## src/soc_pkg.sv

```systemverilog
package soc_pkg;

  // bus geometry
  localparam int ADDR_W = 32;
  localparam int DATA_W = 32;
  localparam int SEL_W  = DATA_W / 8;

  // top address nibble picks the region
  localparam int REGION_HI = 31;
  localparam int REGION_LO = 28;

  localparam logic [REGION_HI-REGION_LO:0] RAM_REGION = 4'h0; // 0x0000_0000
  localparam logic [REGION_HI-REGION_LO:0] LED_REGION = 4'h8; // 0x8000_0000
  localparam logic [REGION_HI-REGION_LO:0] KEY_REGION = 4'hC; // 0xC000_0000

  // on-chip RAM indexed by adr[9:2]
  localparam int RAM_WORDS = 256;
  localparam int RAM_AW    = 8;

  // peripherals
  localparam int LED_W        = 8;
  localparam int KEY_W        = 2;
  localparam int KEY_FLAG_LSB = 16; // sticky flags in key read word

  // decoder target
  typedef enum logic [1:0] {
    SLV_RAM,
    SLV_LED,
    SLV_KEY,
    SLV_NONE
  } slave_sel_e;

endpackage

```

## src/wb_if.sv

```systemverilog
`timescale 1ns/1ps

interface wb_if;
  import soc_pkg::*;

  logic              cyc;
  logic              stb;
  logic              we;
  logic [SEL_W-1:0]  sel;
  logic [ADDR_W-1:0] adr;
  logic [DATA_W-1:0] dat_w;

  logic              ack;
  logic              err;
  logic [DATA_W-1:0] dat_r;

  modport master (
    output cyc, stb, we, sel, adr, dat_w,
    input  ack, err, dat_r
  );

  modport slave (
    input  cyc, stb, we, sel, adr, dat_w,
    output ack, err, dat_r
  );

endinterface

```

## src/key_port.sv

```systemverilog
`timescale 1ns/1ps

module key_port (
  input  logic                      clk,
  input  logic                      rst_i,
  input  logic [soc_pkg::KEY_W-1:0] key_n_i,
  wb_if.slave                       bus
);
  import soc_pkg::*;

  logic [KEY_W-1:0]  meta_q;    // first sync stage
  logic [KEY_W-1:0]  pressed_q;
  logic [KEY_W-1:0]  prev_q;
  logic [KEY_W-1:0]  flag_q;
  logic [KEY_W-1:0]  set;
  logic [KEY_W-1:0]  clr;
  logic              ack_q;
  logic              req;
  logic [DATA_W-1:0] rd_word;

  assign req = bus.cyc && bus.stb && !ack_q;
  assign set = pressed_q & ~prev_q;

  // write one to clear when the flag byte is selected
  assign clr = (req && bus.we && bus.sel[KEY_FLAG_LSB/8]) ?
               bus.dat_w[KEY_FLAG_LSB +: KEY_W] : '0;

  always_ff @(posedge clk)
  begin
    if (rst_i)
    begin
      meta_q    <= '0;
      pressed_q <= '0;
      prev_q    <= '0;
      flag_q    <= '0;
      ack_q     <= 1'b0;
    end
    else
    begin
      meta_q    <= ~key_n_i; // keys are active low
      pressed_q <= meta_q;
      prev_q    <= pressed_q;
      flag_q    <= (flag_q & ~clr) | set; // set wins
      ack_q     <= req;
    end
  end

  always_comb
  begin
    rd_word                            = '0;
    rd_word[KEY_W-1:0]                 = pressed_q;
    rd_word[KEY_FLAG_LSB +: KEY_W]     = flag_q;
  end

  assign bus.ack   = ack_q;
  assign bus.err   = 1'b0;
  assign bus.dat_r = rd_word;

endmodule

```

## src/flat_wrapper.sv

```systemverilog
// flat-port wrapper written by rule: the top's interface ports become plain ports
module key_port_flat import soc_pkg::*;
  (clk, rst_i, key_n_i, bus_cyc, bus_stb, bus_we, bus_sel, bus_adr, bus_dat_w, bus_ack, bus_err, bus_dat_r);
  wb_if bus_i ();
  input  logic clk;
  input  logic rst_i;
  input  logic [soc_pkg::KEY_W-1:0] key_n_i;
  input wire logic [$bits(bus_i.cyc)-1:0] bus_cyc;
  input wire logic [$bits(bus_i.stb)-1:0] bus_stb;
  input wire logic [$bits(bus_i.we)-1:0] bus_we;
  input wire logic [$bits(bus_i.sel)-1:0] bus_sel;
  input wire logic [$bits(bus_i.adr)-1:0] bus_adr;
  input wire logic [$bits(bus_i.dat_w)-1:0] bus_dat_w;
  output wire logic [$bits(bus_i.ack)-1:0] bus_ack;
  output wire logic [$bits(bus_i.err)-1:0] bus_err;
  output wire logic [$bits(bus_i.dat_r)-1:0] bus_dat_r;
  assign bus_i.cyc = bus_cyc;
  assign bus_i.stb = bus_stb;
  assign bus_i.we = bus_we;
  assign bus_i.sel = bus_sel;
  assign bus_i.adr = bus_adr;
  assign bus_i.dat_w = bus_dat_w;
  assign bus_ack = bus_i.ack;
  assign bus_err = bus_i.err;
  assign bus_dat_r = bus_i.dat_r;
  key_port u_core (.clk(clk), .rst_i(rst_i), .key_n_i(key_n_i), .bus(bus_i));
endmodule
```

## config.mk

```make
export PLATFORM = sky130hd
export DESIGN_NAME = key_port_flat
export DESIGN_NICKNAME = d
export VERILOG_FILES = /design/src/soc_pkg.sv /design/src/wb_if.sv /design/src/key_port.sv /design/src/flat_wrapper.sv
export SDC_FILE = /design/constraint.sdc
export NUM_CORES = 1
export LEC_CHECK = 0
export BUFFER_PORTS_ARGS = -buffer_cell sky130_fd_sc_hd__buf_4
export CORE_MARGIN = 8
export CORE_UTILIZATION = 25
export DETAILED_ROUTE_END_ITERATION = 6
export MAX_ROUTING_LAYER = met4
export PLACE_DENSITY = 0.9
export SYNTH_ARGS = -nofsm -noshare
export SYNTH_HDL_FRONTEND = slang
export SYNTH_SLANG_ARGS = --single-unit
```

## constraint.sdc

```tcl
create_clock -name clk -period 1.4 [get_ports clk]
set_input_delay 0.07 -clock clk [delete_from_list [all_inputs] [get_ports clk]]
set_output_delay 0.07 -clock clk [all_outputs]
set_load 0.05 [all_outputs]
```

==> impl_metrics.yaml <==
route:
  avgViaCountPerCell: 3.282
  drc: 0
  vias: 338
  ant_nets: 0
  wl_per_cell_um: 9.835
  drt-total-wl_um: 1013
  dr.pass1.iters: 3
  drt-initial-drc-count: 6
grt:
  grt_first_pass_wirelength_um: 1366
  grt_max_degree: 10
  grt_overflow_total: 0
  grt_pass1_vias: 332
  grt_use_total_pct: 5.309
  grt_antenna_before_repair: 0
power_and_ir_drop:
  p_sw_uw: 301.5
  p_clk_share_pct: 27.0
  power.share.sequential_pct: 38.0
  combinationalPowerShare_pct: 35.0
  swShare_pct: 42.09
  p_per_area_mw_per_mm2: 1223
  power.leakage_nw: 0.3272
  p_int_uw: 414.8
  peakVddDrop_mv: 0.5277
  total_power_uw: 716.3
finish:
  final_nets: 152
  register_area_um2: 180.2
  fin_cells: 103
  stdcell_area_um2: 585.6
  n_fill_cell: 219
  final_core_util_pct: 30.15
  drive_gt1_share_pct: 26.32
  diodes: 0
  multi_input_area_um2: 212.7
  area_growth_pct: 14.15
clock_network:
  cts_tree: "done"
  numCtsBuffers: 3
  root_buffer: "clkbuf_4"
  htreeDepth: 1
  clock_latency_ns: 0.25
  cts.sinks: 9
  cts.clk_slew.worst_paths_ns: 0.06
  clockBufferDepth: 2
placed_design:
  dp.cells: 97
  dp_hpwl_um: 915.5
  place_area_um2: 539.3
  gp_congestion: 0.7106
  placement.io_buffers: 14
  preCtsSetupSlack_ns: 0.5722
timing:
  holdWs_ns: 0.03204
  rsz0062_at_grt: "no"
  setup_viol: 0
  fin_skew_ns: 0.0005297
  fmax_mhz: 1154
  layout_min_cycle_time_ns: 0.8664
  setup_tns_ns: 0
  period_share_pct: 61.88
  hold_viol: 0
  fin_ws_ns: 0.5336
  slew_viol_final: 0
yosys:
  synth_edf_count: 0
  synth_top_area_share_pct: 42.44
  synth.cell_area_um2: 513.0
  synth_flop_cell: "dfxtp_1"
  synthCells: 57
  synthArstFlopShare_pct: 0
  synth_area_per_cell_um2: 9.000
  synth_most_common_cell: "buf_4"
  ys_top_cells_by_count: "29 x buf_4, 9 x dfxtp_1, 3 x nor2_1"
  synth-seq-cells: 9
  yosysWarningCount: 0
  ys_seq_area_share_pct: 35.12
  synth_top_area_cell: "buf_4"
  ys_top_cells_by_area: "buf_4 42%, dfxtp_1 35%, nand3b_4 3.9%"
  yosysUniqueCellTypes: 12
floorplanning:
  design.core.area_mm2: 0.001942
  dieArea_mm2: 0.003758
  die_h_um: 61.30
  core.rowCount: 16
  io_pins: 109
  die-width_um: 61.30
  start_util_pct: 26.42
status:
  status: "finished clean"
job:
  cap_violations: 0
worst_setup_path:
  cp.required_ns: 1.33
  slowest_delay_ns: 0.34
  path_cells: "buf_4"
  criticalPathCategory: "reg2out"
  worst_setup_path_end_kind: "output port"
  cp-start-kind: "register"
  arrival_ns: 0.80
  crit_family: "flip-flops"
  cp_max_fo: 2
  path_buf_inv: 1
  critPathSlowestCell: "dfxtp_1"
worst_hold_path:
  min_path_type: "in2reg"
## routing by layer
layer,global-route usage (%),vias up,share of wire (%)
met5,-,-,0
met4,4.983,0,0
met3,2.505,0,21
met2,7.910,29,47
met1,4.953,152,32
li1,-,157,-
## final timing paths
| kind | startpoint | to | slack (ns) | cells after the start |
|---|---|---|---|---|
| max | u_core.pressed_q[1]$_SDFF_PP0_ | bus_dat_r[1] | 0.53 | 1 |
| min | rst_i | u_core.meta_q[1]$_SDFF_PP0_ | 0.03 | 2 |
| max reg2reg | u_core.bus.ack$_SDFF_PP0_ | u_core.flag_q[0]$_SDFF_PP0_ | 0.56 | 3 |
| min reg2reg | u_core.prev_q[1]$_SDFF_PP0_ | u_core.flag_q[1]$_SDFF_PP0_ | 0.42 | 1 |
## registers in the layout, indices dropped and copies added, names as in the netlist
register	flops
u_core.pressed_q	2
u_core.flag_q	2
u_core.meta_q	2
u_core.bus.ack	1
u_core.prev_q	2
## logic make-up (layout without fill, tap and decap cells)
group,Yosys count,in the layout,synth area share [%]
buf+inv,31,22,43.90
flops,9,9,35.12
other cells,1,29,0.7310
compound gates,4,4,3.903
simple gates,12,12,16.34
## repair_timing
item,4_1_cts,5_1_grt
buffers inserted,0,0
hold buffers,2,0
setup endpoints to repair,0,0
endpoints found under the hold margin,2,0
gates resized for setup,0,0
## power groups by stage
stage	Combinational, mW	Sequential [mW]	Clock [mW]
2_1_floorplan	0.246	0.300	0
4_1_cts	0.248	0.272	0.204
5_1_grt	0.261	0.273	0.217
3_3_place_gp	0.242	0.277	0
3_5_place_dp	0.244	0.278	0
6_report	0.251	0.272	0.193
## placed cells by master (no fill, tap or decap)
cell type	count
and2b_2	2
buf_4	14
clkbuf_1	1
clkbuf_4	3
conb_1	29
dfxtp_1	9
dlygate4sd3_1	2
inv_1	2
nand2b_1	2
nand3_1	2
nand3b_4	1
nor2_1	3
nor2b_1	2
o21ai_0	2
o21ai_1	2
## layout make-up
| class | count | area share, % |
|---|---|---|
| Clock buffer | 4 | 4.487 |
| Timing Repair Buffer | 16 | 21.37 |
| Inverter | 2 | 1.282 |
| Sequential cell | 9 | 30.77 |
| Tap cell | 27 | 5.769 |
| Multi-Input combinational cell | 45 | 36.32 |
Power figures use the tool's default switching activity.
