### src/soc_pkg.sv
package soc_pkg;

  // bus geometry
  localparam int ADDR_W = 32;
  localparam int DATA_W = 32;
  localparam int SEL_W  = DATA_W / 8;

  // top address nibble picks the region
  localparam int REGION_HI = 31;
  localparam int REGION_LO = 28;

  localparam logic [REGION_HI-REGION_LO:0] RAM_REGION = 4'h0; // 0x0000_0000
  localparam logic [REGION_HI-REGION_LO:0] LED_REGION = 4'h8; // 0x8000_0000
  localparam logic [REGION_HI-REGION_LO:0] KEY_REGION = 4'hC; // 0xC000_0000

  // on-chip RAM indexed by adr[9:2]
  localparam int RAM_WORDS = 256;
  localparam int RAM_AW    = 8;

  // peripherals
  localparam int LED_W        = 8;
  localparam int KEY_W        = 2;
  localparam int KEY_FLAG_LSB = 16; // sticky flags in key read word

  // decoder target
  typedef enum logic [1:0] {
    SLV_RAM,
    SLV_LED,
    SLV_KEY,
    SLV_NONE
  } slave_sel_e;

endpackage

### src/wb_if.sv
`timescale 1ns/1ps

interface wb_if;
  import soc_pkg::*;

  logic              cyc;
  logic              stb;
  logic              we;
  logic [SEL_W-1:0]  sel;
  logic [ADDR_W-1:0] adr;
  logic [DATA_W-1:0] dat_w;

  logic              ack;
  logic              err;
  logic [DATA_W-1:0] dat_r;

  modport master (
    output cyc, stb, we, sel, adr, dat_w,
    input  ack, err, dat_r
  );

  modport slave (
    input  cyc, stb, we, sel, adr, dat_w,
    output ack, err, dat_r
  );

endinterface

### src/bus_decoder.sv
`timescale 1ns/1ps

module bus_decoder (
  input  logic                       clk,
  input  logic                       rst_i,
  input  logic                       cyc_i,
  input  logic                       stb_i,
  input  logic                       we_i,
  input  logic [soc_pkg::SEL_W-1:0]  sel_i,
  input  logic [soc_pkg::ADDR_W-1:0] adr_i,
  input  logic [soc_pkg::DATA_W-1:0] dat_i,
  output logic                       ack_o,
  output logic                       err_o,
  output logic [soc_pkg::DATA_W-1:0] dat_o,
  wb_if.master                       ram_bus,
  wb_if.master                       led_bus,
  wb_if.master                       key_bus
);
  import soc_pkg::*;

  slave_sel_e target;
  logic       none_err_q;

  always_comb
  begin
    case (adr_i[REGION_HI:REGION_LO])
      RAM_REGION: target = SLV_RAM;
      LED_REGION: target = SLV_LED;
      KEY_REGION: target = SLV_KEY;
      default:    target = SLV_NONE;
    endcase
  end

  // strobes only to the selected slave
  assign ram_bus.cyc = cyc_i && (target == SLV_RAM);
  assign ram_bus.stb = stb_i && (target == SLV_RAM);
  assign led_bus.cyc = cyc_i && (target == SLV_LED);
  assign led_bus.stb = stb_i && (target == SLV_LED);
  assign key_bus.cyc = cyc_i && (target == SLV_KEY);
  assign key_bus.stb = stb_i && (target == SLV_KEY);

  // rest of the request is broadcast
  assign ram_bus.we    = we_i;
  assign ram_bus.sel   = sel_i;
  assign ram_bus.adr   = adr_i;
  assign ram_bus.dat_w = dat_i;
  assign led_bus.we    = we_i;
  assign led_bus.sel   = sel_i;
  assign led_bus.adr   = adr_i;
  assign led_bus.dat_w = dat_i;
  assign key_bus.we    = we_i;
  assign key_bus.sel   = sel_i;
  assign key_bus.adr   = adr_i;
  assign key_bus.dat_w = dat_i;

  // unmapped region answers like a slave one cycle later
  always_ff @(posedge clk)
  begin
    if (rst_i)
      none_err_q <= 1'b0;
    else
      none_err_q <= cyc_i && stb_i && (target == SLV_NONE) && !none_err_q;
  end

  always_comb
  begin
    case (target)
      SLV_RAM:
      begin
        ack_o = ram_bus.ack;
        err_o = ram_bus.err;
        dat_o = ram_bus.dat_r;
      end
      SLV_LED:
      begin
        ack_o = led_bus.ack;
        err_o = led_bus.err;
        dat_o = led_bus.dat_r;
      end
      SLV_KEY:
      begin
        ack_o = key_bus.ack;
        err_o = key_bus.err;
        dat_o = key_bus.dat_r;
      end
      default:
      begin
        ack_o = 1'b0;
        err_o = none_err_q;
        dat_o = '0; // err carries no data
      end
    endcase
  end

  assert property (@(posedge clk) disable iff (rst_i)
    $onehot0({ram_bus.stb, led_bus.stb, key_bus.stb}));

  // slave acks and decoder err must never collide
  assert property (@(posedge clk) disable iff (rst_i) !(ack_o && err_o));

endmodule

### src/flat_wrapper.sv
// flat-port wrapper written by rule: the top's interface ports become plain ports
module bus_decoder_flat import soc_pkg::*;
  (clk, rst_i, cyc_i, stb_i, we_i, sel_i, adr_i, dat_i, ack_o, err_o, dat_o, ram_bus_cyc, ram_bus_stb, ram_bus_we, ram_bus_sel, ram_bus_adr, ram_bus_dat_w, ram_bus_ack, ram_bus_err, ram_bus_dat_r, led_bus_cyc, led_bus_stb, led_bus_we, led_bus_sel, led_bus_adr, led_bus_dat_w, led_bus_ack, led_bus_err, led_bus_dat_r, key_bus_cyc, key_bus_stb, key_bus_we, key_bus_sel, key_bus_adr, key_bus_dat_w, key_bus_ack, key_bus_err, key_bus_dat_r);
  wb_if ram_bus_i ();
  wb_if led_bus_i ();
  wb_if key_bus_i ();
  input  logic clk;
  input  logic rst_i;
  input  logic cyc_i;
  input  logic stb_i;
  input  logic we_i;
  input  logic [soc_pkg::SEL_W-1:0] sel_i;
  input  logic [soc_pkg::ADDR_W-1:0] adr_i;
  input  logic [soc_pkg::DATA_W-1:0] dat_i;
  output logic ack_o;
  output logic err_o;
  output logic [soc_pkg::DATA_W-1:0] dat_o;
  output wire logic [$bits(ram_bus_i.cyc)-1:0] ram_bus_cyc;
  output wire logic [$bits(ram_bus_i.stb)-1:0] ram_bus_stb;
  output wire logic [$bits(ram_bus_i.we)-1:0] ram_bus_we;
  output wire logic [$bits(ram_bus_i.sel)-1:0] ram_bus_sel;
  output wire logic [$bits(ram_bus_i.adr)-1:0] ram_bus_adr;
  output wire logic [$bits(ram_bus_i.dat_w)-1:0] ram_bus_dat_w;
  input wire logic [$bits(ram_bus_i.ack)-1:0] ram_bus_ack;
  input wire logic [$bits(ram_bus_i.err)-1:0] ram_bus_err;
  input wire logic [$bits(ram_bus_i.dat_r)-1:0] ram_bus_dat_r;
  output wire logic [$bits(led_bus_i.cyc)-1:0] led_bus_cyc;
  output wire logic [$bits(led_bus_i.stb)-1:0] led_bus_stb;
  output wire logic [$bits(led_bus_i.we)-1:0] led_bus_we;
  output wire logic [$bits(led_bus_i.sel)-1:0] led_bus_sel;
  output wire logic [$bits(led_bus_i.adr)-1:0] led_bus_adr;
  output wire logic [$bits(led_bus_i.dat_w)-1:0] led_bus_dat_w;
  input wire logic [$bits(led_bus_i.ack)-1:0] led_bus_ack;
  input wire logic [$bits(led_bus_i.err)-1:0] led_bus_err;
  input wire logic [$bits(led_bus_i.dat_r)-1:0] led_bus_dat_r;
  output wire logic [$bits(key_bus_i.cyc)-1:0] key_bus_cyc;
  output wire logic [$bits(key_bus_i.stb)-1:0] key_bus_stb;
  output wire logic [$bits(key_bus_i.we)-1:0] key_bus_we;
  output wire logic [$bits(key_bus_i.sel)-1:0] key_bus_sel;
  output wire logic [$bits(key_bus_i.adr)-1:0] key_bus_adr;
  output wire logic [$bits(key_bus_i.dat_w)-1:0] key_bus_dat_w;
  input wire logic [$bits(key_bus_i.ack)-1:0] key_bus_ack;
  input wire logic [$bits(key_bus_i.err)-1:0] key_bus_err;
  input wire logic [$bits(key_bus_i.dat_r)-1:0] key_bus_dat_r;
  assign ram_bus_cyc = ram_bus_i.cyc;
  assign ram_bus_stb = ram_bus_i.stb;
  assign ram_bus_we = ram_bus_i.we;
  assign ram_bus_sel = ram_bus_i.sel;
  assign ram_bus_adr = ram_bus_i.adr;
  assign ram_bus_dat_w = ram_bus_i.dat_w;
  assign ram_bus_i.ack = ram_bus_ack;
  assign ram_bus_i.err = ram_bus_err;
  assign ram_bus_i.dat_r = ram_bus_dat_r;
  assign led_bus_cyc = led_bus_i.cyc;
  assign led_bus_stb = led_bus_i.stb;
  assign led_bus_we = led_bus_i.we;
  assign led_bus_sel = led_bus_i.sel;
  assign led_bus_adr = led_bus_i.adr;
  assign led_bus_dat_w = led_bus_i.dat_w;
  assign led_bus_i.ack = led_bus_ack;
  assign led_bus_i.err = led_bus_err;
  assign led_bus_i.dat_r = led_bus_dat_r;
  assign key_bus_cyc = key_bus_i.cyc;
  assign key_bus_stb = key_bus_i.stb;
  assign key_bus_we = key_bus_i.we;
  assign key_bus_sel = key_bus_i.sel;
  assign key_bus_adr = key_bus_i.adr;
  assign key_bus_dat_w = key_bus_i.dat_w;
  assign key_bus_i.ack = key_bus_ack;
  assign key_bus_i.err = key_bus_err;
  assign key_bus_i.dat_r = key_bus_dat_r;
  bus_decoder u_core (.clk(clk), .rst_i(rst_i), .cyc_i(cyc_i), .stb_i(stb_i), .we_i(we_i), .sel_i(sel_i), .adr_i(adr_i), .dat_i(dat_i), .ack_o(ack_o), .err_o(err_o), .dat_o(dat_o), .ram_bus(ram_bus_i), .led_bus(led_bus_i), .key_bus(key_bus_i));
endmodule
### config.mk
export PLATFORM = sky130hd
export DESIGN_NAME = bus_decoder_flat
export DESIGN_NICKNAME = d
export VERILOG_FILES = /design/src/soc_pkg.sv /design/src/wb_if.sv /design/src/bus_decoder.sv /design/src/flat_wrapper.sv
export SDC_FILE = /design/constraint.sdc
export NUM_CORES = 1
export LEC_CHECK = 0
export ABC_CLOCK_PERIOD_IN_PS = 1800
export BUFFER_PORTS_ARGS = -buffer_cell sky130_fd_sc_hd__buf_2
export CAP_MARGIN = 20
export CORE_AREA = 2 2 163 165
export CTS_BUF_LIST = sky130_fd_sc_hd__clkbuf_4 sky130_fd_sc_hd__clkbuf_8 sky130_fd_sc_hd__clkbuf_16
export CTS_CLUSTER_DIAMETER = 30
export DETAILED_ROUTE_END_ITERATION = 8
export DIE_AREA = 0 0 165 167
export PLACE_DENSITY = 0.32
export SYNTH_ARGS = -nofsm -noshare
export SYNTH_HDL_FRONTEND = slang
export SYNTH_SLANG_ARGS = --single-unit
### constraint.sdc
create_clock -name clk -period 1.8 [get_ports clk]
set_input_delay 0.27 -clock clk [delete_from_list [all_inputs] [get_ports clk]]
set_output_delay 0.27 -clock clk [all_outputs]
set_load 0.01 [all_outputs]
==> results.tsv <==
metric	value	unit
status	finished clean	
period_minus_slack	1720	ps
grtUsageMet1	0.0555	
grt_use_met3	0.0125	
coreArea	25800	um2
finalCritPeriodShare	0.955	
portBuffers	161	
fillCellCount	3033	
grt_busiest_layer	met2	
largest-register	u_core.none_err_q	
multi_input_area	489	um2
routedWlPerCell	14.2	um
ys_seq_area_frac	0.00884	
vias	1674	
hold_viol	0	
gp_congestion	0.768	
setup_tns	0	ps
drt_iter0_drc	134	
max_stage_delay	330	ps
critical_path_buf_inv_count	5	
synthCells	302	
dieArea	27600	um2
via_per_inst	2.82	
area_growth_syn_to_layout	-9.12	%
drv_slew	0	
grt_pass1_wl	11200	um
synth_fp_nets	477	
cp_max_fo	15	
synth_cell_types	18	
clkLatencyLatePin	0	ps
layout_common_cells	154 x buf_2, 33 x a222oi_1, 32 x inv_1, 8 x buf_6, 6 x and2_1	
layout-drive-gt1-share	0.688	
pre_cts_ws	-32.3	ps
start_util	0.0879	
rsz0062_at_grt	true	
drtAntennaViolNets	0	
drt-pass1-iter-count	6	
grt_start_max_net_pins	26	
io_pins	422	
finalPower	364	uW
fin_util	0.0799	
syn_area	2260	um2
grt_overflow_total	0	
drc	0	
cp-end-kind	output port	
worstPathRequired	1530	ps
avgSynthCellArea	7.50	um2
path_class	in -> out	
arrival	1450	ps
setup_viol	0	
slew_headroom	0.727	
largest_reg_flops	1	
vdd_drop_max	0.0410	mV
dieWidth	165	um
fmax	0.581	GHz
clock_skew	0	ps
top_regs	u_core.none_err_q x1	
final_common_cell	buf_2	
powerDensity	177	nW/um2
path_cells	buf_6 > nor4bb_4 > buf_12 > buf_12 > a222oi_1 > inv_1 > buf_6	
cp_top_family	buffers and inverters	
dpl.hpwl	7370	um
power.leakage	0.00120	uW
nets	433	
tightest_slew	409	ps
grt_pass1_vias	1782	
grtUsageMet2	0.0940	
finalWorstSetupSlack	80.3	ps
die_y	167	um
cp_slowest_cell	a222oi_1	
synth_warnings	0	
synth-seq-cells	1	
grt_usage	0.0538	
antenna_found_initial	2	
register_area	20.0	um2
timing.max_cap.violations	0	
critPathLaunchType	primary input	
routed_wl	8460	um
row_count	59	
postCtsSetupRepairBufs	0	
hp-class	in -> out	
-- synthesized netlist by cell type, drive strengths merged --
cell type	count	area, um2
nor4bb	1	10.0
a21oi	1	5.00
a222oi	33	330
nand2	1	3.75
and2	6	37.5
a31oi	1	6.26
buf	218	1650
inv	33	124
o2bb2ai	1	8.76
nand3b	1	7.51
nor4	1	21.3
nand2b	1	6.26
nor2	1	3.75
and4b	1	10.0
dfxtp	1	20.0
nor4b	1	23.8
-- report_power, final --
part / switching [uW] / internal [uW] / total, uW
logic: 160 / 180 / 340
registers: 0.294 / 23.5 / 23.8
clock network: 0 / 0.000165 / 0.000165
total: 160 / 204 / 364
-- routing by layer --
layer,vias up,share of wire
met1,769,0.35
li1,715,-
met5,-,0
met2,129,0.48
met3,61,0.11
met4,0,0.065
-- timing repair --
item	4_1_cts	5_1_grt
hold buffers	0	0
setup endpoints to repair	5	14
pin swaps	1	0
resized for setup	5	11
-- stage by stage --
stage,area [um2],std cells,hold slack (ps)
6_report,2060,594,540
2_1_floorplan,2260,302,461
3_5_place_dp,1990,591,540
5_1_grt,2060,593,540
3_3_place_gp,1990,591,540
4_1_cts,2000,591,540
-- cell type report --
| cell class | count | area share |
|---|---|---|
| multi-input cells | 50 | 0.238 |
| flip-flops and latches | 1 | 0.00973 |
| inverters | 33 | 0.0602 |
| diodes | 3 | 0.00365 |
| repair buffers | 172 | 0.485 |
| well taps | 335 | 0.204 |
-- path summary, 6_finish.rpt --
path                                              startpoint                           end  slack (ps)  cells after the start
worst min register to register  u_core.none_err_q$_SDFF_PP0_  u_core.none_err_q$_SDFF_PP0_         580                      2
worst max register to register  u_core.none_err_q$_SDFF_PP0_  u_core.none_err_q$_SDFF_PP0_        1040                      2
worst min-delay path                               adr_i[25]               ram_bus_adr[25]         540                      0
worst max-delay path                               adr_i[30]                     dat_o[26]          80                      7
-- cells by family after synthesis --
logic type | Yosys count | synth area share
compound gates | 36 | 0.155
buf+inv | 251 | 0.782
flops | 1 | 0.00884
simple gates | 14 | 0.0547
(Power assumes the default switching activity.)
