<file path="config.mk">
export PLATFORM = sky130hd
export DESIGN_NAME = led_reg_flat
export DESIGN_NICKNAME = d
export VERILOG_FILES = /design/src/soc_pkg.sv /design/src/wb_if.sv /design/src/led_reg.sv /design/src/flat_wrapper.sv
export SDC_FILE = /design/constraint.sdc
export NUM_CORES = 1
export LEC_CHECK = 0
export BUFFER_PORTS_ARGS = -buffer_cell sky130_fd_sc_hd__buf_2
export CORE_MARGIN = 1.5
export CORE_UTILIZATION = 26
export CTS_BUF_LIST = sky130_fd_sc_hd__clkbuf_8 sky130_fd_sc_hd__clkbuf_16
export DETAILED_ROUTE_END_ITERATION = 8
export PLACE_DENSITY = 0.84
export SLEW_MARGIN = 20
export SYNTH_ARGS = -nofsm -noshare
export SYNTH_HDL_FRONTEND = slang
export SYNTH_SLANG_ARGS = --single-unit
export TNS_END_PERCENT = 1
</file>
<file path="constraint.sdc">
create_clock -name clk -period 1.25 [get_ports clk]
set_input_delay 0.1875 -clock clk [delete_from_list [all_inputs] [get_ports clk]]
set_output_delay 0.1875 -clock clk [all_outputs]
set_load 0.02 [all_outputs]
</file>
<file path="src/soc_pkg.sv">
package soc_pkg;

  // bus geometry
  localparam int ADDR_W = 32;
  localparam int DATA_W = 32;
  localparam int SEL_W  = DATA_W / 8;

  // top address nibble picks the region
  localparam int REGION_HI = 31;
  localparam int REGION_LO = 28;

  localparam logic [REGION_HI-REGION_LO:0] RAM_REGION = 4'h0; // 0x0000_0000
  localparam logic [REGION_HI-REGION_LO:0] LED_REGION = 4'h8; // 0x8000_0000
  localparam logic [REGION_HI-REGION_LO:0] KEY_REGION = 4'hC; // 0xC000_0000

  // on-chip RAM indexed by adr[9:2]
  localparam int RAM_WORDS = 256;
  localparam int RAM_AW    = 8;

  // peripherals
  localparam int LED_W        = 8;
  localparam int KEY_W        = 2;
  localparam int KEY_FLAG_LSB = 16; // sticky flags in key read word

  // decoder target
  typedef enum logic [1:0] {
    SLV_RAM,
    SLV_LED,
    SLV_KEY,
    SLV_NONE
  } slave_sel_e;

endpackage

</file>
<file path="src/wb_if.sv">
`timescale 1ns/1ps

interface wb_if;
  import soc_pkg::*;

  logic              cyc;
  logic              stb;
  logic              we;
  logic [SEL_W-1:0]  sel;
  logic [ADDR_W-1:0] adr;
  logic [DATA_W-1:0] dat_w;

  logic              ack;
  logic              err;
  logic [DATA_W-1:0] dat_r;

  modport master (
    output cyc, stb, we, sel, adr, dat_w,
    input  ack, err, dat_r
  );

  modport slave (
    input  cyc, stb, we, sel, adr, dat_w,
    output ack, err, dat_r
  );

endinterface

</file>
<file path="src/led_reg.sv">
`timescale 1ns/1ps

module led_reg (
  input  logic                      clk,
  input  logic                      rst_i,
  wb_if.slave                       bus,
  output logic [soc_pkg::LED_W-1:0] led_o
);
  import soc_pkg::*;

  logic [LED_W-1:0] led_q;
  logic             ack_q;
  logic             req;

  assign req = bus.cyc && bus.stb && !ack_q;

  always_ff @(posedge clk)
  begin
    if (rst_i)
    begin
      led_q <= '0;
      ack_q <= 1'b0;
    end
    else
    begin
      ack_q <= req;
      if (req && bus.we && bus.sel[0]) // low byte only
        led_q <= bus.dat_w[LED_W-1:0];
    end
  end

  assign led_o     = led_q;
  assign bus.ack   = ack_q;
  assign bus.err   = 1'b0;
  assign bus.dat_r = {{(DATA_W-LED_W){1'b0}}, led_q};

  assert property (@(posedge clk) disable iff (rst_i) bus.ack |=> !bus.ack);

endmodule

</file>
<file path="src/flat_wrapper.sv">
// flat-port wrapper written by rule: the top's interface ports become plain ports
module led_reg_flat import soc_pkg::*;
  (clk, rst_i, led_o, bus_cyc, bus_stb, bus_we, bus_sel, bus_adr, bus_dat_w, bus_ack, bus_err, bus_dat_r);
  wb_if bus_i ();
  input  logic clk;
  input  logic rst_i;
  output logic [soc_pkg::LED_W-1:0] led_o;
  input wire logic [$bits(bus_i.cyc)-1:0] bus_cyc;
  input wire logic [$bits(bus_i.stb)-1:0] bus_stb;
  input wire logic [$bits(bus_i.we)-1:0] bus_we;
  input wire logic [$bits(bus_i.sel)-1:0] bus_sel;
  input wire logic [$bits(bus_i.adr)-1:0] bus_adr;
  input wire logic [$bits(bus_i.dat_w)-1:0] bus_dat_w;
  output wire logic [$bits(bus_i.ack)-1:0] bus_ack;
  output wire logic [$bits(bus_i.err)-1:0] bus_err;
  output wire logic [$bits(bus_i.dat_r)-1:0] bus_dat_r;
  assign bus_i.cyc = bus_cyc;
  assign bus_i.stb = bus_stb;
  assign bus_i.we = bus_we;
  assign bus_i.sel = bus_sel;
  assign bus_i.adr = bus_adr;
  assign bus_i.dat_w = bus_dat_w;
  assign bus_ack = bus_i.ack;
  assign bus_err = bus_i.err;
  assign bus_dat_r = bus_i.dat_r;
  led_reg u_core (.clk(clk), .rst_i(rst_i), .bus(bus_i), .led_o(led_o));
endmodule
</file>
==> results of run 1 <==
[routing by layer]
metal,global-route usage,part of all wire,vias to the layer above
met5,0,0,-
met1,0.0806,0.38,190
met2,0.125,0.48,42
met3,0.0593,0.14,2
li1,-,-,216
met4,0.0256,0.0077,0
[per-stage QoR]
step	hold WS, ns	instance area, µm²
final	0.216	723
after global routing	0.208	723
after CTS	0.212	723
after detailed placement	0.456	678
after global placement	0.453	678
after floorplan	0.342	737
[cell type report]
type,instances,area [µm²],share of cell area
multi-input cells,53,305,0.422
clock inverters,1,3.75,0.00519
repair buffers,31,158,0.218
clock buffers,3,41.3,0.0571
flip-flops and latches,9,180,0.249
well taps,28,35.0,0.0484
[worst max path at each step]
stage                                    startpoint                      endpoint  slack [ns]  depth (start not counted)
after global routing      u_core.bus.ack$_SDFF_PP0_  u_core.led_o[0]$_SDFFE_PP0P_        0.19                          3
after floorplan           u_core.bus.ack$_SDFF_PP0_  u_core.led_o[0]$_SDFFE_PP0P_        0.15                          2
after CTS                 u_core.bus.ack$_SDFF_PP0_  u_core.led_o[0]$_SDFFE_PP0P_        0.22                          3
after detailed placement  u_core.bus.ack$_SDFF_PP0_  u_core.led_o[3]$_SDFFE_PP0P_        0.26                          3
final                     u_core.bus.ack$_SDFF_PP0_  u_core.led_o[0]$_SDFFE_PP0P_        0.24                          3
after global placement    u_core.bus.ack$_SDFF_PP0_  u_core.led_o[1]$_SDFFE_PP0P_        0.29                          3
[sequential cells by signal, indices dropped and copies added, names as in the netlist]
signal,count
u_core.bus.ack,1
u_core.led_o,8
[power by group]
| part | internal [mW] | total, mW | leakage (nW) | switching [mW] |
|---|---|---|---|---|
| clock network | 0.213 | 0.319 | 0.0269 | 0.106 |
| registers | 0.295 | 0.300 | 0.0729 | 0.00537 |
| logic | 0.0401 | 0.148 | 0.288 | 0.108 |
| total | 0.548 | 0.768 | 0.387 | 0.219 |
[logic make-up after synthesis]
family,after synthesis,synth area share
buf+inv,34,0.389
other cells,1,0.00580
flops,9,0.279
mux,8,0.124
simple gates,20,0.203
[critical path, cell delays in order (launching register included)]
cell	delay, ns
dfxtp_1	0.34
nor3_4	0.18
buf_4	0.21
mux2i_1	0.20
[layout by cell type (no fill, tap or decap), drive strengths merged]
| master | instances |
|---|---|
| buf | 31 |
| nand2 | 2 |
| nor3 | 2 |
| dfxtp | 9 |
| mux2i | 8 |
| nand2b | 16 |
| inv | 1 |
| clkbuf | 3 |
| conb | 25 |
==> flow_summary.json, run 1 <==
{
  "status": "complete, no violations",
  "rr_worst_depth": 3,
  "ys_warn_count": 0,
  "syn_area_um2": 647,
  "hpwl_um": 831,
  "final_cells": 125,
  "fin_ws_ns": 0.237,
  "endpoint_kind": "flip-flop",
  "clock.fmax_ghz": 0.987,
  "ys_top_cells_by_count": "33 x buf_4, 16 x nand2b_1, 9 x dfxtp_1, 8 x mux2i_1",
  "clk_latency_ns": 0.23,
  "synth.top_cell.area_share": 0.383,
  "yosys.area.top_type": "buf_4",
  "track_usage": 0.0791,
  "power.total_uw": 768,
  "powerDensity_nw_per_um2": 1060,
  "cts_buffer_depth": 2,
  "drt-initial-drc-count": 2,
  "grt_first_pass_wirelength_um": 1470,
  "startpoint_type": "flip-flop",
  "drc": 0,
  "cts_setup_buffers": 0,
  "min_period_ns": 1.01,
  "fin_crit_sh": 0.810,
  "ys_ff_latch": 9,
  "cts_root_buf": "clkbuf_8",
  "cts_tree": "built",
  "final_util": 0.318,
  "row_count": 17,
  "place_congestion": 0.551,
  "ir_drop_mv": 0.763,
  "ctsResizeCount": 0,
  "drv_cap": 0,
  "grt_max_degree": 18,
  "holdPathEnd": "u_core.led_o[4]$_SDFFE_PP0P_",
  "vias": 450,
  "path_class": "reg -> reg",
  "min_path_cells": 3,
  "nFillCells": 260,
  "place_inst": 121,
  "synth_most_common_cell": "buf_4",
  "hold_path_class": "in -> reg",
  "drt_first_pass_iters": 2,
  "skew_ns": 0.00300,
  "netlist_instances": 72,
  "htree_num_levels": 1,
  "finalNetCount": 171,
  "cp.arrival_ns": 1.17,
  "grt_pass1_vias": 325,
  "async_flop_share": 0,
  "diodes": 0,
  "die_y_um": 52.9,
  "hold_violations": 0,
  "ff2ff_setup_slack_ns": 0.24,
  "static-leakage-power_nw": 0.387,
  "initial_core_util": 0.284,
  "antenna_found_initial": 0,
  "finalWirelength_um": 1040,
  "finalSetupTns_ns": 0,
  "drive_above_1_share": 0.371,
  "die-area_um2": 2800,
  "worstHoldStart": "bus_dat_w[4]",
  "die_w_um": 52.9,
  "detail-route-antenna-nets": 0,
  "routedWlPerCell_um": 8.28,
  "place_ws_ns": 0.255,
  "avgViaCountPerCell": 3.60,
  "synth_cell_types": 10,
  "cts_hold_buf": 0,
  "clk_pin_slew_ns": 0.04,
  "areaGrowthSynthToFinish_pct": 11.8,
  "r2r-end": "u_core.led_o[0]$_SDFFE_PP0P_",
  "slew_viol_final": 0,
  "critical_path_required_ns": 1.41,
  "rsz0062_at_grt": "false",
  "finalSetupViolCount": 0,
  "synth-edff-count": 0,
  "syn_area_per_cell_um2": 8.98,
  "yosysSeqAreaShare": 0.279,
  "numCtsBuffers": 3,
  "rr_startpoint": "u_core.bus.ack$_SDFF_PP0_",
  "crit_fanout": 8,
  "grt_remaining_overflow": 0,
  "yosys-top-cells-area": "buf_4 38%, dfxtp_1 28%, nand2b_1 15%",
  "numClockSinks": 9,
  "io_buffers": 30,
  "synthFlopType": "dfxtp_1",
  "core_um2": 2280,
  "io_pins": 115
}
Power figures use the tool's default switching activity.
==> run 2: changes to the inputs <==
- CORE_UTILIZATION: 26 -> 24
- PLACE_DENSITY: 0.84 -> 0.82
- clock period: 1.25 -> 0.8 ns (I/O delays scaled with it)
==> run 2 against run 1 <==
Net effect: the run now ends with setup timing left; routed wire length fell by 2.3%; global-route usage fell by 0.33 points; sequential share of layout area fell by 2.4 points; via count rose by 0.67%; sequential power rose by 56%; first-iteration DRC count rose by 100%; combinational power rose by 79%; sequential cell count did not move.
==> flow_summary.json, run 2 (synthesized netlist as in run 1, its figures left out) <==
{
  "path_class": "reg -> out",
  "grt_remaining_overflow": 0,
  "skew_ns": 0.00366,
  "combPwrFrac": 0.214,
  "power_switching_uw": 357,
  "drc": 0,
  "cts_tree": "built",
  "grt_pass1_vias": 359,
  "hold_slack_ns": 0.136,
  "avgViaCountPerCell": 3.51,
  "finalWirelength_um": 1010,
  "switching_share": 0.288,
  "io_buffers": 30,
  "numClockSinks": 9,
  "routedWlPerCell_um": 7.84,
  "die-area_um2": 3020,
  "final_util": 0.350,
  "dpl_cell_area_um2": 704,
  "final_cell_area_um2": 883,
  "die_w_um": 54.9,
  "cpLargestDelayFamily": "flip-flops",
  "cts_root_buf": "clkbuf_8",
  "pwr-share-clk": 0.410,
  "core_um2": 2520,
  "static-leakage-power_nw": 0.419,
  "numCtsBuffers": 3,
  "cpPeakStageDelay_ns": 0.35,
  "hpwl_um": 789,
  "path_common_cell": "buf_6",
  "cts_buffer_depth": 2,
  "drive_above_1_share": 0.485,
  "final_cells": 129,
  "path_cells": "buf_6, buf_6",
  "diodes": 0,
  "initial_core_util": 0.256,
  "endpoint_kind": "output port",
  "drv_cap": 0,
  "fin_crit_sh": 1.16,
  "nFillCells": 267,
  "grt_max_degree": 18,
  "finalSetupViolCount": 25,
  "cts_hold_buf": 0,
  "die_y_um": 54.9,
  "slew_viol_final": 0,
  "clk_pin_slew_ns": 0.05,
  "violations": "setup timing",
  "p_int_uw": 882,
  "startpoint_type": "flip-flop",
  "status": "finished with violations",
  "fin_ws_ns": -0.128,
  "final_cell_mix": "25 x conb_1, 17 x buf_6, 16 x nand2b_1",
  "layout_commonest_cell": "conb_1",
  "io_pins": 115,
  "detail-route-antenna-nets": 0,
  "vias": 453,
  "critical_path_required_ns": 0.68,
  "htree_num_levels": 1,
  "drt_first_pass_iters": 4,
  "place_inst": 124,
  "hold_violations": 0,
  "cp.buffers_inverters": 2,
  "cp.arrival_ns": 0.81,
  "slowest_stage": "dfxtp_4",
  "seqPwrFrac": 0.376,
  "powerDensity_nw_per_um2": 1400,
  "hold_path_class": "in -> reg",
  "finalNetCount": 173,
  "row_count": 18,
  "antenna_found_initial": 0,
  "power.total_mw": 1.24,
  "track_usage": 0.0759,
  "min_period_ns": 0.928,
  "clock.fmax_ghz": 1.08,
  "drt-initial-drc-count": 4,
  "areaGrowthSynthToFinish_pct": 36.6,
  "grt_first_pass_wirelength_um": 1550,
  "ir_drop_mv": 1.13,
  "clk_latency_ns": 0.23,
  "largest_register_ffs": 8,
  "rsz0062_at_grt": "true",
  "place_congestion": 0.586,
  "crit_fanout": 2
}
## run 2: changes by cell type in the layout (fill, tap and decap cells not counted)
| cell | change |
|---|---|
| dfxtp_4 | +3 |
| dfxtp_1 | -9 |
| buf_6 | +17 |
| nor3_2 | +1 |
| buf_4 | +1 |
| dfxtp_2 | +6 |
| nor3_1 | -1 |
| buf_2 | -17 |
| buf_12 | +1 |
## run 2: worst reg2reg max path, stage by stage (launching register included)
cell and delay [ns]:
dfxtp_4 0.35, nor3_4 0.14, buf_12 0.16, mux2i_1 0.18
## run 2: area by class of cell
| class | count | area [µm²] | area share |
|---|---|---|---|
| Clock buffer | 3 | 41.3 | 0.0467 |
| Sequential cell | 9 | 199 | 0.225 |
| Multi-Input combinational cell | 53 | 310 | 0.351 |
| Clock inverter | 1 | 3.75 | 0.00425 |
| Timing Repair Buffer | 33 | 292 | 0.330 |
| Tap cell | 30 | 37.5 | 0.0425 |
## run 2: worst paths after layout
kind,depth (start not counted),slack (ns),endpoint,start
worst max-delay path,2,-0.13,bus_ack,u_core.bus.ack$_SDFF_PP0_
worst min-delay path,3,0.14,u_core.led_o[4]$_SDFFE_PP0P_,bus_dat_w[4]
worst max register to register,3,-0.11,u_core.led_o[3]$_SDFFE_PP0P_,u_core.bus.ack$_SDFF_PP0_
worst min register to register,2,0.50,u_core.led_o[5]$_SDFFE_PP0P_,u_core.led_o[5]$_SDFFE_PP0P_
## run 2: per-stage QoR
step	setup WS [ns]	setup TNS, ns
after floorplan	-0.227	-1.81
after global placement	-0.129	-0.943
after detailed placement	-0.159	-1.10
after CTS	-0.131	-1.48
after global routing	-0.173	-2.10
final	-0.128	-1.21
## run 2: power groups by stage
stage | clock (mW) | sequential [mW] | combinational (mW)
final | 0.508 | 0.467 | 0.265
after global routing | 0.568 | 0.467 | 0.292
after CTS | 0.528 | 0.470 | 0.258
after detailed placement | 0 | 0.475 | 0.238
after global placement | 0 | 0.474 | 0.236
after floorplan | 0 | 0.488 | 0.264
## run 2: repair_timing
| item | in CTS | in global routing |
|---|---|---|
| endpoints found under the setup margin | 25 | 26 |
| gates cloned | 0 | 0 |
| buffers inserted | 1 | 0 |
| resized for setup | 33 | 12 |
| pin swaps | 1 | 1 |
## run 2: layer usage
metal	track usage	share of wire	up-vias
met5	0	0	-
met4	0.0122	0	0
met3	0.0591	0.14	0
met2	0.127	0.45	44
met1	0.0755	0.41	188
li1	-	-	221
==> run 3: changes to the inputs <==
- CELL_PAD_IN_SITES_DETAIL_PLACEMENT: default -> 1
- CELL_PAD_IN_SITES_GLOBAL_PLACEMENT: default -> 2
- CORE_UTILIZATION: 24 -> 10
- PLACE_DENSITY: 0.82 -> 0.83
==> run 3 against run 2 <==
Net effect: worst setup slack lost 0.0061 ns; the run still ends with setup timing left; non-clock buffer count fell by 1; via count is 3.8% higher; first-iteration DRC count rose by 130%; largest power group unchanged; core utilization shrank 20 points; register-to-register slack got worse by 0.02 ns; combinational power about the same; clock skew down 0.0019 ns; cell area is 4.8% higher; sequential share of layout area shrank 1.0 points; highest routed layer is now met4; routed wire length up 40%.
==> flow_summary.json, run 3 (synthesized netlist as in run 1, its figures left out) <==
{
  "status": "finished with violations",
  "violations": "setup timing",
  "hpwl_um": 1090,
  "fin_ws_ns": -0.134,
  "fin_crit_sh": 1.17,
  "endpoint_kind": "output port",
  "areaGrowthSynthToFinish_pct": 43.1,
  "cts_buffer_depth": 2,
  "grt_first_pass_wirelength_um": 2210,
  "track_usage": 0.0423,
  "cts_tree": "built",
  "die_y_um": 83.4,
  "wl_met3_um": 121,
  "startpoint_type": "flip-flop",
  "path_cells": "buf_6, buf_6",
  "cpPeakStageDelay_ns": 0.35,
  "path_common_cell": "buf_6",
  "highest_layer": "met4",
  "grt_remaining_overflow": 0,
  "place_congestion": 0.590,
  "vias": 470,
  "numCtsBuffers": 3,
  "routedWlPerCell_um": 8.11,
  "io_pins": 115,
  "grt_pass1_vias": 433,
  "io_buffers": 30,
  "finalSetupViolCount": 25,
  "largest_register_ffs": 8,
  "rsz0062_at_grt": "true",
  "avgViaCountPerCell": 2.69,
  "met2_length_um": 736,
  "worstHoldStart": "bus_dat_w[0]",
  "drv_cap": 0,
  "drt-initial-drc-count": 9,
  "static-leakage-power_nw": 0.413,
  "clk_latency_ns": 0.24,
  "htree_num_levels": 1,
  "powerDensity_nw_per_um2": 1370,
  "slew_viol_final": 0,
  "skew_ns": 0.00174,
  "initial_core_util": 0.102,
  "power.total_mw": 1.27,
  "rr_startpoint": "u_core.bus.ack$_SDFF_PP0_",
  "finalNetCount": 172,
  "slowest_stage": "dfxtp_4",
  "path_class": "reg -> out",
  "diodes": 0,
  "drive_above_1_share": 0.469,
  "numClockSinks": 9,
  "detail-route-antenna-nets": 0,
  "grt_max_degree": 18,
  "dpl_cell_area_um2": 763,
  "clk_pin_slew_ns": 0.05,
  "drt_first_pass_iters": 3,
  "cts_root_buf": "clkbuf_8",
  "min_period_ns": 0.934,
  "m1WireLength_um": 513,
  "core_um2": 6310,
  "final_cell_mix": "25 x conb_1, 16 x nand2b_1, 16 x buf_6",
  "crit_fanout": 2,
  "hold_path_class": "in -> reg",
  "layout_commonest_cell": "conb_1",
  "die-area_um2": 6960,
  "finalWirelength_um": 1420,
  "startpoint": "u_core.bus.ack$_SDFF_PP0_",
  "drc": 0,
  "hold_violations": 0,
  "ir_drop_mv": 0.456,
  "ff2ff_setup_slack_ns": -0.13,
  "final_cell_area_um2": 926,
  "cts_setup_buffers": 0,
  "clock.fmax_ghz": 1.07,
  "die_w_um": 83.4,
  "antenna_found_initial": 0,
  "critical_path_required_ns": 0.68,
  "cp.arrival_ns": 0.81,
  "row_count": 29
}
-- run 3: layout make-up --
| cell class | count | area (µm²) |
|---|---|---|
| multi-input combinational | 53 | 305 |
| sequential | 9 | 199 |
| timing repair buffer | 32 | 280 |
| fill | 757 | 5390 |
| clock buffer | 3 | 41.3 |
| tap | 77 | 96.3 |
| clock inverter | 1 | 3.75 |
-- run 3: power breakdown --
part | leakage [nW] | switching [mW] | internal, mW
Clock | 0.0269 | 0.205 | 0.337
Combinational | 0.308 | 0.175 | 0.0899
Sequential | 0.0781 | 0.0114 | 0.454
Total | 0.413 | 0.391 | 0.880
-- run 3: final timing paths --
kind,endpoint,cells after the start
worst max-delay path,bus_ack,2
worst min-delay path,u_core.led_o[0]$_SDFFE_PP0P_,3
worst max register to register,u_core.led_o[2]$_SDFFE_PP0P_,3
worst min register to register,u_core.led_o[7]$_SDFFE_PP0P_,2
-- run 3: layer usage --
layer,vias up,global-route usage
li1,217,-
met1,220,0.0421
met2,29,0.0717
met3,4,0.00994
met4,0,0.0402
met5,-,0
-- run 3: critical path, delay by kind of cell (launching register included) --
family                 cells  cell delay [ns]
buffers and inverters      2             0.23
DFF                        1             0.35
-- run 3: repair_timing --
| item | 4_1_cts | 5_1_grt |
|---|---|---|
| pin swaps | 1 | 0 |
| gates resized for setup | 36 | 7 |
| endpoints found under the setup margin | 25 | 25 |
| hold buffers | 0 | 0 |
-- run 3: metrics by stage --
stage | setup TNS, ns | worst slack [ns] | cells | util | hold slack [ns]
6_report | -1.43 | -0.134 | 175 | 0.147 | 0.137
5_1_grt | -2.55 | -0.204 | 175 | 0.147 | 0.141
4_1_cts | -1.76 | -0.148 | 175 | 0.143 | 0.131
3_5_place_dp | -1.18 | -0.159 | 171 | 0.121 | 0.395
3_3_place_gp | -0.969 | -0.122 | 171 | 0.121 | 0.384
2_1_floorplan | -1.81 | -0.227 | 96 | - | 0.267
